--- src/rtl/audio_pkg.sv ---
`default_nettype none

package audio_pkg;

    localparam int NUM_CH = 2;  // Left and right

    typedef logic signed [23:0] sample_t;
    typedef logic signed [15:0] coef_t;   // Q1.15
    typedef logic [NUM_CH-1:0]  chan_mask_t;  // Bit 0 left, bit 1 right

    // Code value equals the number of 2x stages in use
    typedef enum logic [1:0] {
        RATE_192 = 2'd0,
        RATE_96  = 2'd1,
        RATE_48  = 2'd2
    } rate_e;

endpackage

`default_nettype wire

--- src/rtl/mult_if.sv ---
`timescale 1ns/1ps
`default_nettype none

interface mult_if;
    import audio_pkg::*;

    logic    grant;
    sample_t mpcand;  // Zero outside the grant window
    coef_t   mplier;
    sample_t mprod;   // Two cycles after the operands

    modport stage (input grant, output mpcand, output mplier, input mprod);
    modport share (output grant, input mpcand, input mplier, output mprod);

endinterface

`default_nettype wire

--- src/rtl/mult_share.sv ---
`timescale 1ns/1ps
`default_nettype none

module mult_share #(
    parameter int NUM_STAGES  = 2,
    parameter int SLOT_CYCLES = 16
) (
    input  logic                 clk,
    input  logic                 arst_n_i,
    input  audio_pkg::chan_mask_t out_pop_i,
    mult_if.share                mult [NUM_STAGES]
);
    import audio_pkg::*;

    localparam int CNT_W = $clog2(SLOT_CYCLES);
    localparam logic [NUM_STAGES-1:0] LAST_GRANT = NUM_STAGES'(1) << (NUM_STAGES - 1);

    logic [CNT_W-1:0]      slot_cnt_q;
    logic [NUM_STAGES-1:0] grant_q;

    sample_t cand_arr  [NUM_STAGES];
    coef_t   plier_arr [NUM_STAGES];
    sample_t cand_or;
    coef_t   plier_or;

    sample_t            cand_q;
    coef_t              plier_q;
    logic signed [39:0] prod_full;
    sample_t            prod_q;

    // Windows run from the stage nearest the output towards the first,
    // then rotate back to the last one
    always_ff @(posedge clk or negedge arst_n_i) begin
        if (!arst_n_i) begin
            slot_cnt_q <= '0;
            grant_q    <= '0;
        end else if (|out_pop_i) begin
            slot_cnt_q <= '0;
            grant_q    <= LAST_GRANT;
        end else if (|grant_q) begin
            if (slot_cnt_q == CNT_W'(SLOT_CYCLES - 1)) begin
                slot_cnt_q <= '0;
                grant_q    <= grant_q[0] ? LAST_GRANT : (grant_q >> 1);
            end else begin
                slot_cnt_q <= slot_cnt_q + 1'b1;
            end
        end
    end

    for (genvar i = 0; i < NUM_STAGES; i++) begin : g_port
        assign mult[i].grant = grant_q[i];
        assign mult[i].mprod = prod_q;
        assign cand_arr[i]   = mult[i].mpcand;
        assign plier_arr[i]  = mult[i].mplier;
    end

    // Idle stages drive zero, so a plain OR merges the operands
    always_comb begin
        cand_or  = '0;
        plier_or = '0;
        for (int i = 0; i < NUM_STAGES; i++) begin
            cand_or  = cand_or | cand_arr[i];
            plier_or = plier_or | plier_arr[i];
        end
    end

    assign prod_full = cand_q * plier_q;

    always_ff @(posedge clk) begin
        cand_q  <= cand_or;
        plier_q <= plier_or;
        prod_q  <= prod_full[38:15];  // Q1.15 scaling back to sample range
    end

endmodule

`default_nettype wire

--- src/rtl/rate_output_select.sv ---
`timescale 1ns/1ps
`default_nettype none

module rate_output_select #(
    parameter int NUM_STAGES = 2
) (
    input  logic                  clk,
    input  logic                  arst_n_i,
    input  audio_pkg::rate_e      rate_i,
    input  audio_pkg::chan_mask_t pop_i,
    output audio_pkg::sample_t    data_o,
    output audio_pkg::chan_mask_t ack_o,
    output audio_pkg::chan_mask_t tap_pop_o  [NUM_STAGES+1],
    input  audio_pkg::sample_t    tap_data_i [NUM_STAGES+1],
    input  audio_pkg::chan_mask_t tap_ack_i  [NUM_STAGES+1]
);
    import audio_pkg::*;

    chan_mask_t ack_mux;
    sample_t    data_mux;
    chan_mask_t ack_q;
    sample_t    data_q;

    // Tap k is the output after k stages, same as the rate code
    always_comb begin
        ack_mux  = '0;
        data_mux = '0;
        for (int k = 0; k <= NUM_STAGES; k++) begin
            if (int'(rate_i) == k) begin
                tap_pop_o[k] = pop_i;
                ack_mux      = tap_ack_i[k];
                data_mux     = tap_data_i[k];
            end else begin
                tap_pop_o[k] = '0;  // Unused stages stay quiet
            end
        end
    end

    always_ff @(posedge clk or negedge arst_n_i) begin
        if (!arst_n_i) begin
            ack_q <= '0;
        end else begin
            ack_q <= ack_mux;
        end
    end

    always_ff @(posedge clk) begin
        data_q <= data_mux;
    end

    assign ack_o  = ack_q;
    assign data_o = data_q;

endmodule

`default_nettype wire

--- src/rtl/sample_prefetch.sv ---
`timescale 1ns/1ps
`default_nettype none

module sample_prefetch (
    input  logic                  clk,
    input  logic                  arst_n_i,
    output audio_pkg::chan_mask_t src_pop_o,
    input  audio_pkg::sample_t    src_data_i,
    input  audio_pkg::chan_mask_t src_ack_i,
    input  audio_pkg::chan_mask_t pop_i,
    output audio_pkg::sample_t    data_o,
    output audio_pkg::chan_mask_t ack_o
);
    import audio_pkg::*;

    chan_mask_t full_q;   // Held sample valid
    chan_mask_t req_q;    // Source request outstanding
    chan_mask_t pend_q;   // Consumer waiting
    sample_t    held_q [NUM_CH];

    chan_mask_t avail;
    chan_mask_t want;
    chan_mask_t sel;
    sample_t    out_val;
    chan_mask_t src_pop_q;
    chan_mask_t ack_q;
    sample_t    data_q;

    always_comb begin
        avail   = full_q | src_ack_i;  // Source ack passes straight through
        want    = (pend_q | pop_i) & avail;
        sel     = '0;
        out_val = '0;
        for (int c = 0; c < NUM_CH; c++) begin
            if (want[c] && sel == '0) begin
                sel[c]  = 1'b1;  // Left first, one ack per cycle
                out_val = full_q[c] ? held_q[c] : src_data_i;
            end
        end
    end

    always_ff @(posedge clk or negedge arst_n_i) begin
        if (!arst_n_i) begin
            full_q    <= '0;
            req_q     <= '0;
            pend_q    <= '0;
            src_pop_q <= '0;
            ack_q     <= '0;
        end else begin
            src_pop_q <= '0;
            ack_q     <= sel;
            for (int c = 0; c < NUM_CH; c++) begin
                if (sel[c]) begin
                    pend_q[c] <= 1'b0;
                end else if (pop_i[c]) begin
                    pend_q[c] <= 1'b1;
                end
                full_q[c] <= avail[c] & ~sel[c];
                // Fetch again as soon as the slot is empty and nothing is in flight
                if (!(avail[c] && !sel[c]) && !(req_q[c] && !src_ack_i[c])) begin
                    src_pop_q[c] <= 1'b1;
                    req_q[c]     <= 1'b1;
                end else if (src_ack_i[c]) begin
                    req_q[c] <= 1'b0;
                end
            end
        end
    end

    always_ff @(posedge clk) begin
        data_q <= out_val;
        for (int c = 0; c < NUM_CH; c++) begin
            if (src_ack_i[c] && !sel[c]) begin
                held_q[c] <= src_data_i;
            end
        end
    end

    assign src_pop_o = src_pop_q;
    assign ack_o     = ack_q;
    assign data_o    = data_q;

endmodule

`default_nettype wire

--- src/rtl/upsample_chain.sv ---
`timescale 1ns/1ps
`default_nettype none

module upsample_chain #(
    parameter int               NUM_STAGES  = 2,
    parameter audio_pkg::coef_t COEF        = 16'h4000,  // One half
    parameter int               SLOT_CYCLES = 16
) (
    input  logic                  clk,
    input  logic                  arst_n_i,
    input  audio_pkg::rate_e      rate_i,
    output audio_pkg::chan_mask_t src_pop_o,
    input  audio_pkg::sample_t    src_data_i,
    input  audio_pkg::chan_mask_t src_ack_i,
    input  audio_pkg::chan_mask_t pop_i,
    output audio_pkg::sample_t    data_o,
    output audio_pkg::chan_mask_t ack_o
);
    import audio_pkg::*;

    // Tap 0 is the prefetch output, tap k the output of stage k
    chan_mask_t tap_pop    [NUM_STAGES+1];
    sample_t    tap_data   [NUM_STAGES+1];
    chan_mask_t tap_ack    [NUM_STAGES+1];
    chan_mask_t sel_pop    [NUM_STAGES+1];  // From the output selector
    chan_mask_t stg_up_pop [NUM_STAGES];    // From the stage above each tap

    mult_if mult_bus [NUM_STAGES] ();

    sample_prefetch prefetch_i (
        .clk       (clk),
        .arst_n_i  (arst_n_i),
        .src_pop_o (src_pop_o),
        .src_data_i(src_data_i),
        .src_ack_i (src_ack_i),
        .pop_i     (tap_pop[0]),
        .data_o    (tap_data[0]),
        .ack_o     (tap_ack[0])
    );

    for (genvar g = 0; g < NUM_STAGES; g++) begin : g_stage
        upsample_stage #(.COEF(COEF)) stage_i (
            .clk      (clk),
            .arst_n_i (arst_n_i),
            .up_pop_o (stg_up_pop[g]),
            .up_data_i(tap_data[g]),
            .up_ack_i (tap_ack[g]),
            .pop_i    (tap_pop[g+1]),
            .data_o   (tap_data[g+1]),
            .ack_o    (tap_ack[g+1]),
            .mult     (mult_bus[g])
        );
    end

    // Only one of the two sources is live at the selected rate
    for (genvar k = 0; k < NUM_STAGES; k++) begin : g_tap_pop
        assign tap_pop[k] = sel_pop[k] | stg_up_pop[k];
    end

    assign tap_pop[NUM_STAGES] = sel_pop[NUM_STAGES];  // Nothing above the last stage

    mult_share #(
        .NUM_STAGES (NUM_STAGES),
        .SLOT_CYCLES(SLOT_CYCLES)
    ) mult_share_i (
        .clk      (clk),
        .arst_n_i (arst_n_i),
        .out_pop_i(pop_i),
        .mult     (mult_bus)
    );

    rate_output_select #(.NUM_STAGES(NUM_STAGES)) out_sel_i (
        .clk       (clk),
        .arst_n_i  (arst_n_i),
        .rate_i    (rate_i),
        .pop_i     (pop_i),
        .data_o    (data_o),
        .ack_o     (ack_o),
        .tap_pop_o (sel_pop),
        .tap_data_i(tap_data),
        .tap_ack_i (tap_ack)
    );

endmodule

`default_nettype wire

--- src/rtl/upsample_stage.sv ---
`timescale 1ns/1ps
`default_nettype none

module upsample_stage #(
    parameter audio_pkg::coef_t COEF = 16'h4000
) (
    input  logic                  clk,
    input  logic                  arst_n_i,
    output audio_pkg::chan_mask_t up_pop_o,
    input  audio_pkg::sample_t    up_data_i,
    input  audio_pkg::chan_mask_t up_ack_i,
    input  audio_pkg::chan_mask_t pop_i,
    output audio_pkg::sample_t    data_o,
    output audio_pkg::chan_mask_t ack_o,
    mult_if.stage                 mult
);
    import audio_pkg::*;

    localparam int CH_W = $clog2(NUM_CH);

    typedef enum logic [2:0] {
        S_IDLE,
        S_FETCH,  // Upstream request out
        S_WAIT,   // Waiting for grant to issue prev * COEF
        S_MUL1,   // Waiting for grant to issue cur * COEF
        S_MUL2,   // Second product in flight
        S_DRAIN   // Result parked behind the other channel
    } state_e;

    state_e     state_q [NUM_CH];
    chan_mask_t phase_q;  // 1 means the stored sample goes out next
    sample_t    prev_q  [NUM_CH];
    sample_t    cur_q   [NUM_CH];
    sample_t    acc_q   [NUM_CH];
    sample_t    res_q   [NUM_CH];

    chan_mask_t      want;
    logic [CH_W-1:0] issue_ch;
    logic            issue_en;
    logic            issue_last;

    logic            tag_vld_d1, tag_vld_d2;
    logic            tag_last_d1, tag_last_d2;
    logic [CH_W-1:0] tag_ch_d1, tag_ch_d2;

    chan_mask_t odd_hit;
    chan_mask_t first;
    chan_mask_t fin;
    chan_mask_t cand;
    chan_mask_t sel;
    sample_t    val [NUM_CH];
    sample_t    out_val;

    chan_mask_t up_pop_q;
    chan_mask_t ack_q;
    sample_t    data_q;

    // Multiplier port, left channel wins
    always_comb begin
        for (int c = 0; c < NUM_CH; c++) begin
            want[c] = (state_q[c] == S_WAIT) || (state_q[c] == S_MUL1);
        end
        issue_ch = '0;
        for (int c = NUM_CH - 1; c >= 0; c--) begin
            if (want[c]) begin
                issue_ch = CH_W'(c);
            end
        end
        issue_en    = mult.grant & (|want);
        issue_last  = (state_q[issue_ch] == S_MUL1);
        mult.mpcand = '0;
        mult.mplier = '0;
        if (issue_en) begin
            mult.mpcand = issue_last ? cur_q[issue_ch] : prev_q[issue_ch];
            mult.mplier = COEF;
        end
    end

    // Output candidates, one ack per cycle
    always_comb begin
        sel     = '0;
        out_val = '0;
        for (int c = 0; c < NUM_CH; c++) begin
            odd_hit[c] = pop_i[c] & phase_q[c] & (state_q[c] == S_IDLE);
            first[c]   = tag_vld_d2 & ~tag_last_d2 & (tag_ch_d2 == CH_W'(c));
            fin[c]     = tag_vld_d2 & tag_last_d2 & (tag_ch_d2 == CH_W'(c));
            cand[c]    = (state_q[c] == S_DRAIN) | odd_hit[c] | fin[c];
            if (state_q[c] == S_DRAIN) begin
                val[c] = res_q[c];
            end else if (odd_hit[c]) begin
                val[c] = prev_q[c];
            end else begin
                val[c] = acc_q[c] + mult.mprod;  // Interpolated sum
            end
            if (cand[c] && sel == '0) begin
                sel[c]  = 1'b1;
                out_val = val[c];
            end
        end
    end

    always_ff @(posedge clk or negedge arst_n_i) begin
        if (!arst_n_i) begin
            phase_q    <= '0;
            up_pop_q   <= '0;
            ack_q      <= '0;
            tag_vld_d1 <= 1'b0;
            tag_vld_d2 <= 1'b0;
            for (int c = 0; c < NUM_CH; c++) begin
                state_q[c] <= S_IDLE;
                prev_q[c]  <= '0;
            end
        end else begin
            up_pop_q   <= '0;
            ack_q      <= sel;
            tag_vld_d1 <= issue_en;
            tag_vld_d2 <= tag_vld_d1;
            for (int c = 0; c < NUM_CH; c++) begin
                case (state_q[c])
                    S_IDLE: begin
                        if (pop_i[c] && !phase_q[c]) begin
                            up_pop_q[c] <= 1'b1;
                            state_q[c]  <= S_FETCH;
                        end else if (odd_hit[c]) begin
                            phase_q[c] <= 1'b0;
                            if (!sel[c]) state_q[c] <= S_DRAIN;
                        end
                    end
                    S_FETCH: if (up_ack_i[c]) state_q[c] <= S_WAIT;
                    S_WAIT:  if (issue_en && issue_ch == CH_W'(c)) state_q[c] <= S_MUL1;
                    S_MUL1:  if (issue_en && issue_ch == CH_W'(c)) state_q[c] <= S_MUL2;
                    S_MUL2: begin
                        if (fin[c]) begin
                            phase_q[c] <= 1'b1;
                            prev_q[c]  <= cur_q[c];  // New sample becomes history
                            state_q[c] <= sel[c] ? S_IDLE : S_DRAIN;
                        end
                    end
                    S_DRAIN: if (sel[c]) state_q[c] <= S_IDLE;
                    default: state_q[c] <= S_IDLE;
                endcase
            end
        end
    end

    always_ff @(posedge clk) begin
        data_q      <= out_val;
        tag_ch_d1   <= issue_ch;
        tag_ch_d2   <= tag_ch_d1;
        tag_last_d1 <= issue_last;
        tag_last_d2 <= tag_last_d1;
        for (int c = 0; c < NUM_CH; c++) begin
            if (up_ack_i[c] && state_q[c] == S_FETCH) cur_q[c] <= up_data_i;
            if (first[c]) acc_q[c] <= mult.mprod;
            if (cand[c] && !sel[c]) res_q[c] <= val[c];
        end
    end

    assign up_pop_o = up_pop_q;
    assign ack_o    = ack_q;
    assign data_o   = data_q;

endmodule

`default_nettype wire

--- config.mk ---
export PLATFORM = sky130hd
export DESIGN_NAME = upsample_chain
export DESIGN_NICKNAME = d
export VERILOG_FILES = /design/src/rtl/audio_pkg.sv /design/src/rtl/mult_if.sv /design/src/rtl/mult_share.sv /design/src/rtl/rate_output_select.sv /design/src/rtl/sample_prefetch.sv /design/src/rtl/upsample_chain.sv /design/src/rtl/upsample_stage.sv
export SDC_FILE = /design/constraint.sdc
export NUM_CORES = 1
export LEC_CHECK = 0
export ABC_CLOCK_PERIOD_IN_PS = 6250
export BUFFER_PORTS_ARGS = -buffer_cell sky130_fd_sc_hd__buf_2
export CORE_MARGIN = 2
export CORE_UTILIZATION = 45
export CTS_CLUSTER_SIZE = 25
export DETAILED_ROUTE_END_ITERATION = 7
export GPL_TIMING_DRIVEN = 0
export HOLD_SLACK_MARGIN = 0.02
export PLACE_DENSITY_LB_ADDON = 0.08
export SLEW_MARGIN = 20
export SYNTH_ARGS = -nofsm -noshare
export SYNTH_HDL_FRONTEND = slang
export SYNTH_HIERARCHICAL = 1
export SYNTH_SLANG_ARGS = --single-unit
--- constraint.sdc ---
create_clock -name clk -period 6.25 [get_ports clk]
set_clock_uncertainty 0.1 [all_clocks]
set_input_delay 0.625 -clock clk [delete_from_list [all_inputs] [get_ports clk]]
set_output_delay 0.625 -clock clk [all_outputs]
set_load 0.05 [all_outputs]
**Word level (Yosys, flattened, before mapping)**

Memories as Yosys holds them, arrays and structs flattened. A register that Yosys moved wholly into a read port is not among the register bits.
Cells that the tools add are included.

- Add/subtract/negate cells: 5
- $mul: 1
- $lt $le $gt $ge: 2
- Equal/unequal tests: 61
- Multiplexer cells: 174
- Bitwise logic cells: 51
- Reductions and logical operators: 87

Operators by type and width:

| operator | count |
|---|---|
| 24-bit 2-to-1 mux | 33 |
| 3-bit 2-to-1 mux | 42 |
| 24-bit adder | 4 |
| 24-bit OR reduction | 4 |
| 1-bit 2-to-1 mux | 76 |
| 3-bit one-hot mux with 6 select lines | 4 |
| 24-bit by 16-bit multiplier with 39-bit output | 1 |
| 2-bit != test, second input constant | 16 |
| 3-bit by 2-bit == test with 1-bit output, second input constant | 10 |
| 15-bit 2-to-1 mux | 2 |
| 7-bit AND reduction | 4 |
| 1-bit logical AND | 27 |
| 1-bit AND | 24 |
| 3-bit == test, second input constant | 8 |
| 2-bit by 1-bit != test with 1-bit output, second input constant | 12 |
| 24-bit bitwise OR | 1 |
| 1-bit zero test | 20 |
| 2-bit 2-to-1 mux | 10 |
| 2-bit nonzero test | 10 |
| 4-bit AND reduction | 4 |
| 15-bit bitwise OR | 1 |
| 3-bit by 1-bit == test with 1-bit output, second input constant | 4 |
| 3-bit zero test | 4 |
| 4-bit 2-to-1 mux | 3 |
| 16 further kinds | 57 |

- Register bits: 213
- Bits in writable memories: 336
- Bits of input ports: 32
- Output and inout bits: 28
- Word-level logic and storage cells: 429
- Memories: 7

Memory list:

| memory | words | width | rd ports | clocked after memory_dff | write ports | RTL line | text |
|---|---|---|---|---|---|---|---|
| g_stage[0].stage_i.acc_q | 2 | 24 | 2 | 0 | 1 | upsample_stage.sv:34 | `sample_t acc_q [NUM_CH];` |
| g_stage[0].stage_i.cur_q | 2 | 24 | 3 | 2 | 2 | upsample_stage.sv:33 | `sample_t cur_q [NUM_CH];` |
| g_stage[0].stage_i.res_q | 2 | 24 | 2 | 0 | 1 | upsample_stage.sv:35 | `sample_t res_q [NUM_CH];` |
| g_stage[1].stage_i.acc_q | 2 | 24 | 2 | 0 | 1 | upsample_stage.sv:34 |  |
| g_stage[1].stage_i.cur_q | 2 | 24 | 3 | 2 | 2 | upsample_stage.sv:33 |  |
| g_stage[1].stage_i.res_q | 2 | 24 | 2 | 0 | 1 | upsample_stage.sv:35 |  |
| +1 memories | -- | -- | -- | -- | -- | -- |  |

**Logic depth before layout (Yosys ltp)**

- Word-level depth: 17
- Mapped depth: 24
- Gate-level depth less buffers: 23

**Hierarchy**

The synthesis kept the hierarchy.

By module, submodules not included:

| module | times used | cells each | area each (sq um) | seq. area each (sq um) |
|---|---|---|---|---|
| mult_share | 1 | 1684 | 15384.8 | 1431.4 |
| upsample_stage (g_stage[0].stage_i) | 1 | 939 | 10834.1 | 5715.5 |
| upsample_stage (g_stage[1].stage_i) | 1 | 876 | 10755.3 | 5715.5 |
| sample_prefetch | 1 | 186 | 3001.6 | 2172.1 |
| rate_output_select | 1 | 95 | 1310.0 | 530.5 |
| upsample_chain | 1 | 4 | 25.0 | 0.0 |

**Worst setup path after synthesis**

No wires, ideal clock.

- Path type: register to register
- Start: reg mult_share_i.cand_q[9]
- End: reg mult_share_i.prod_q[6] (netlist: mult_share_i/mult[0].mprod[6])
- Library setup time: 122 ps
- Arrival: 6015 ps
- Required time: 6028 ps
- Slack: 13 ps
- Stages on the path, launching flop included: 22
- Buffers on the path: 1
- Clock period less this slack: 6237 ps
- Cell sequence: dfxtp_1 > clkbuf_1 > nand2_1 > fa_1 > inv_1 > fa_1 > inv_1 > fa_1 > inv_1 > fa_1 > fa_1 > inv_1 > fa_1 > inv_1 > ha_1 > and4_4 > and2_4 > a221o_2 > o31ai_4 > a21boi_2 > o21a_1 > a311o_1

- Cells in the longest elaborated chain, start to end: 1

Ends and longest elaborated chain:

| element | RTL line | text |
|---|---|---|
| from (decl) | mult_share.sv:26 | `sample_t cand_q;` |
| from (signal assigned) | mult_share.sv:70 | `cand_q <= cand_or;` |
| 24-bit by 16-bit multiplier with 39-bit output | mult_share.sv:67 | `assign prod_full = cand_q * plier_q;` |
| via mult_share_i.prod_full[21] | mult_share.sv:28 | `logic signed [39:0] prod_full;` |
| to (signal assigned) | mult_share.sv:72 | `prod_q <= prod_full[38:15];` |
| to (decl) | mult_share.sv:29 | `sample_t prod_q;` |

The timed path passes the listed nets, and every way through them passes these cells.
A chain may end at the register's enable or synchronous reset.

**Final worst setup path**

- Start: reg mult_share_i.plier_q[3]
- End: reg mult_share_i.prod_q[14] (netlist: mult_share_i/mult[0].mprod[14])

- Cells in the longest elaborated chain, start to end: 1

Ends and longest elaborated chain:

| element | RTL line | text |
|---|---|---|
| from (decl) | mult_share.sv:27 | `coef_t plier_q;` |
| from (signal assigned) | mult_share.sv:71 | `plier_q <= plier_or;` |
| 24-bit by 16-bit multiplier with 39-bit output | mult_share.sv:67 |  |
| via mult_share_i.prod_full[29] | mult_share.sv:28 |  |

The timed path passes the listed nets, and every way through them passes these cells.

==> run summary <==
==========================================================================================
Result of the run ........................................................... finished with violations
Violations in the final reports ............................................. negative setup slack
Worst setup slack after layout ..............................................   -0.0204 ns
Yosys top cell by area ...................................................... sky130_fd_sc_hd__edfxtp_1
Sequential share of the synthesized area ....................................        0.377
Slew Limit Fails ............................................................            0
Clock root buffer ........................................................... sky130_fd_sc_hd__clkbuf_16
Number of design rule violations left after detail routing ..................            0
Height of the die ...........................................................       307 um
Overall routed net length ...................................................    127000 um
Starting utilization of the core area .......................................        0.452
DRT Pass-1 Iters ............................................................            7
Final HPWL DP ...............................................................     99500 um
Clock sink count ............................................................          598
Synth Area per Inst .........................................................   10.9 sq um
Final ANT Viol Nets .........................................................            0
Clock edge transition at the registers on the reported setup and hold paths .      0.06 ns
Maximum Capacitance Violations ..............................................            0
Grt ovf .....................................................................            0
Number of levels in the clock H-tree ........................................            2
Combined area of all synthesized cells ......................................  41300 sq um
Die area ....................................................................  94200 sq um
Number of global-route vias before repair ...................................        29900
Overall die width ...........................................................       307 um
Path category of the worst min-delay check ..................................       in2reg
Count of distinct cell types in the synthesized netlist .....................          107
Pin count of the biggest net entering global routing ........................           77
Nets ........................................................................         4615
Busiest layer in global routing .............................................         met2
Final worst hold slack ......................................................    0.0984 ns
Maximum count of clock buffers along a single path ..........................            3
Minimum clock period ........................................................      6.27 ns
CTS tree ....................................................................         done
Total leakage power .........................................................      21.2 nW
First-iteration detailed-routing DRC count ..................................         1977
Syn-to-layout area delta ....................................................        15.9%
Arrival @ worst endpoint ....................................................      6.71 ns
Power Density ...............................................................  342 nW/um^2
Count of boundary I/O pins ..................................................           60
Number of vias per cell .....................................................         5.52
Count of input and output buffers ...........................................           58
Routability-driven placement congestion ratio ...............................        0.916
Highest ir drop seen on vdd .................................................       326 uV
Main area contributors after synthesis ...................................... sky130_fd_sc_hd__edfxtp_1 (21%), sky130_fd_sc_hd__fa_1 (18%), sky130_fd_sc_hd__dfrtp_1 (8.6%)
Pin slew with the least headroom to its limit ...............................     0.996 ns
Wire length of the first global-routing pass ................................    191000 um
Wire length per cell after detailed routing .................................      24.1 um
Met2 usage ..................................................................        0.478
Ys flop type ................................................................ sky130_fd_sc_hd__edfxtp_1
Endpoint required time on the critical path .................................      6.69 ns
Number of hold violations in the final report ...............................            0
Global Route met1 Usage .....................................................        0.355
Setup Slack @ Placement .....................................................     -1.42 ns
Critical Path Start Type ....................................................         flop
Critical path class .........................................................      reg2reg
Slew headroom ...............................................................        0.336
Share of the clock period used by the worst path after layout ...............         1.00
Post-synth ARST share .......................................................        0.237
Clock network latency to the later pin of the worst-skew pair ...............      0.65 ns
Achievable clock frequency ..................................................      159 MHz
Critical Path Sink Type .....................................................         flop
Setup repair after global routing missed its margin .........................         true
Via count ...................................................................        29100
Post-synthesis register bit count ...........................................          598
Placeable core area .........................................................  91400 sq um
Fraction of met3 tracks used by global routing ..............................       0.0248
DP Area .....................................................................  43500 sq um
Row Count ...................................................................          111
Final instance area .........................................................  47900 sq um
TritonCTS Buffers ...........................................................           61
Share of post-route cells with drive strength above 1 .......................        0.195
Setup violation total in the final timing report ............................            2
Crit path max fanout ........................................................            6
Global-route usage over all layers ..........................................        0.273
Number of synthesized flops with an enable pin ..............................          288
Number of instances in the synthesized netlist ..............................         3784
Synth warn ..................................................................            6
Antenna violations before repair ............................................            3
Yosys top cell area share ...................................................        0.209
==========================================================================================
[report_power, final]
part / total [mW] / switching, mW / internal (mW)
Clock: 4.10 / 1.66 / 2.44
Sequential: 5.50 / 0.587 / 4.92
Combinational: 6.75 / 4.18 / 2.57
[per-stage QoR]
step	std cells	total power [mW]	TNS, ns	util
2_1_floorplan	3812	9.71	0	-
3_3_place_gp	5056	11.9	-25.75	0.473
3_5_place_dp	5072	12.0	-25.13	0.476
4_1_cts	5241	16.3	0	0.517
5_1_grt	5265	17.2	-1.05	0.524
6_report	5268	16.4	-0.0299	0.524
[layout by cell type (no fill, tap or decap), types with 26 or more instances in the layout]
| cell | n |
|---|---|
| sky130_fd_sc_hd__buf_4 | 123 |
| sky130_fd_sc_hd__nand3_1 | 31 |
| sky130_fd_sc_hd__mux4_2 | 42 |
| sky130_fd_sc_hd__dfxtp_1 | 130 |
| sky130_fd_sc_hd__a221o_1 | 28 |
| sky130_fd_sc_hd__a31oi_1 | 33 |
| sky130_fd_sc_hd__mux2i_1 | 82 |
| sky130_fd_sc_hd__o21ai_0 | 79 |
| sky130_fd_sc_hd__nor3_1 | 34 |
| sky130_fd_sc_hd__dfxtp_4 | 31 |
| sky130_fd_sc_hd__dfrtp_1 | 142 |
| sky130_fd_sc_hd__inv_1 | 459 |
| sky130_fd_sc_hd__clkbuf_16 | 89 |
| sky130_fd_sc_hd__conb_1 | 30 |
| sky130_fd_sc_hd__or2_2 | 48 |
| sky130_fd_sc_hd__and2_1 | 194 |
| sky130_fd_sc_hd__o22ai_1 | 47 |
| sky130_fd_sc_hd__clkbuf_1 | 65 |
| sky130_fd_sc_hd__ha_1 | 168 |
| sky130_fd_sc_hd__fa_1 | 361 |
| sky130_fd_sc_hd__buf_2 | 81 |
| sky130_fd_sc_hd__nor2_1 | 180 |
| sky130_fd_sc_hd__edfxtp_1 | 288 |
| sky130_fd_sc_hd__a21o_1 | 47 |
| sky130_fd_sc_hd__mux2_2 | 98 |
| sky130_fd_sc_hd__nand2_1 | 346 |
| sky130_fd_sc_hd__and3_1 | 26 |
| sky130_fd_sc_hd__buf_6 | 29 |
| sky130_fd_sc_hd__a211oi_1 | 26 |
| sky130_fd_sc_hd__xnor2_1 | 57 |
| sky130_fd_sc_hd__a21oi_1 | 125 |
| sky130_fd_sc_hd__xor2_1 | 45 |
[worst max-delay path, stage by stage (launching register included)]
cell,delay (ns)
sky130_fd_sc_hd__dfxtp_4,0.44
sky130_fd_sc_hd__clkbuf_16,0.19
sky130_fd_sc_hd__buf_6,0.09
sky130_fd_sc_hd__nand2_2,0.05
sky130_fd_sc_hd__fa_1,0.48
sky130_fd_sc_hd__inv_1,0.05
sky130_fd_sc_hd__fa_1,0.50
sky130_fd_sc_hd__inv_2,0.05
sky130_fd_sc_hd__fa_2,0.52
sky130_fd_sc_hd__inv_2,0.04
sky130_fd_sc_hd__fa_1,0.51
sky130_fd_sc_hd__fa_1,0.51
sky130_fd_sc_hd__inv_1,0.05
sky130_fd_sc_hd__fa_1,0.50
sky130_fd_sc_hd__inv_2,0.05
sky130_fd_sc_hd__ha_4,0.16
sky130_fd_sc_hd__a211oi_2,0.24
sky130_fd_sc_hd__nand2_1,0.13
sky130_fd_sc_hd__a2111oi_4,0.27
sky130_fd_sc_hd__buf_4,0.20
sky130_fd_sc_hd__o21ai_4,0.08
sky130_fd_sc_hd__o21ai_2,0.14
sky130_fd_sc_hd__buf_6,0.15
sky130_fd_sc_hd__a21boi_4,0.08
sky130_fd_sc_hd__o41ai_2,0.37
sky130_fd_sc_hd__xnor2_1,0.22
[final cells by class]
type | instances | area, sq um
diodes | 3 | 7.51
well taps | 1186 | 1480
clock buffers | 87 | 1920
flip-flops and latches | 598 | 15700
multi-input cells | 2526 | 23500
clock inverters | 29 | 388
plain buffers | 205 | 1790
inverters | 482 | 1810
repair buffers | 152 | 1260
fillers | 8292 | 43500
[flip-flops by register name, summed over array words and instances, names as in the netlist, 12 cells and up]
| register | flops |
|---|---|
| g_stage.stage_i/acc_q | 96 |
| g_stage.stage_i/cur_q | 96 |
| g_stage.stage_i/prev_q | 96 |
| g_stage.stage_i/data_o | 48 |
| g_stage.stage_i/res_q | 48 |
| prefetch_i/held_q | 48 |
| mult_share_i/cand_q | 24 |
| mult_share_i/mult.mprod | 24 |
| out_sel_i/data_o | 24 |
| prefetch_i/data_o | 24 |
| mult_share_i/plier_q | 16 |
| g_stage.stage_i/state_q | 12 |
[routing by layer]
layer | wire (um) | vias to the layer above
met1 | 53500 | 14900
li1 | - | 13200
met5 | 47 | -
met2 | 63500 | 742
met4 | 5110 | 2
met3 | 5090 | 220
[cells by family after synthesis]
| kind of cell | share of synthesized area |
|---|---|
| adders and majority gates | 0.236 |
| and+or+nand+nor | 0.120 |
| other | 0.000182 |
| xor gates and xnor gates | 0.0225 |
| DFF | 0.377 |
| AOI/OAI and AO/OA | 0.104 |
| buffers and inverters | 0.0708 |
| muxes | 0.0698 |
[timing repair]
item / 4_1_cts / 5_1_grt
gates resized for setup: 279 / 116
hold endpoints to repair: 66 / 0
endpoints found under the setup margin: 24 / 15
pin swaps: 35 / 65
hold buffers: 1 / 0
buffers inserted: 52 / 26
[Yosys cell counts, types with 28 or more instances]
cell / n
sky130_fd_sc_hd__clkbuf_1: 111
sky130_fd_sc_hd__a31oi_1: 33
sky130_fd_sc_hd__or2_2: 48
sky130_fd_sc_hd__o22ai_1: 47
sky130_fd_sc_hd__xnor2_1: 61
sky130_fd_sc_hd__edfxtp_1: 288
sky130_fd_sc_hd__inv_1: 480
sky130_fd_sc_hd__mux2_2: 98
sky130_fd_sc_hd__a21o_1: 47
sky130_fd_sc_hd__fa_1: 371
sky130_fd_sc_hd__nor3_1: 35
sky130_fd_sc_hd__mux2i_1: 82
sky130_fd_sc_hd__o21ai_0: 81
sky130_fd_sc_hd__buf_4: 58
sky130_fd_sc_hd__dfxtp_1: 168
sky130_fd_sc_hd__a21oi_1: 137
sky130_fd_sc_hd__dfrtp_1: 142
sky130_fd_sc_hd__nand3_1: 31
sky130_fd_sc_hd__and2_1: 197
sky130_fd_sc_hd__nor2_1: 184
sky130_fd_sc_hd__xor2_1: 45
sky130_fd_sc_hd__ha_1: 186
sky130_fd_sc_hd__nand2_1: 360
sky130_fd_sc_hd__a221o_1: 28
sky130_fd_sc_hd__mux4_2: 42
[final timing paths]
path                                           startpoint                        endpoint  slack [ns]  depth (start not counted)
min reg2reg                g_stage[1].stage_i/tag_last_d1  g_stage[1].stage_i/tag_last_d2        0.23                          0
min in group asynchronous                        arst_n_i   g_stage[1].stage_i/prev_q[42]        0.48                          2
max reg2reg                       mult_share_i/plier_q[3]  mult_share_i/mult[0].mprod[14]       -0.02                         25
min                                        src_data_i[21]        prefetch_i/held_q[0][21]         0.1                          1
max in group asynchronous                        arst_n_i    g_stage[0].stage_i/prev_q[6]        4.73                          3
max                               mult_share_i/plier_q[3]  mult_share_i/mult[0].mprod[14]       -0.02                         25
Note: power is estimated with default switching activity, not from simulation.
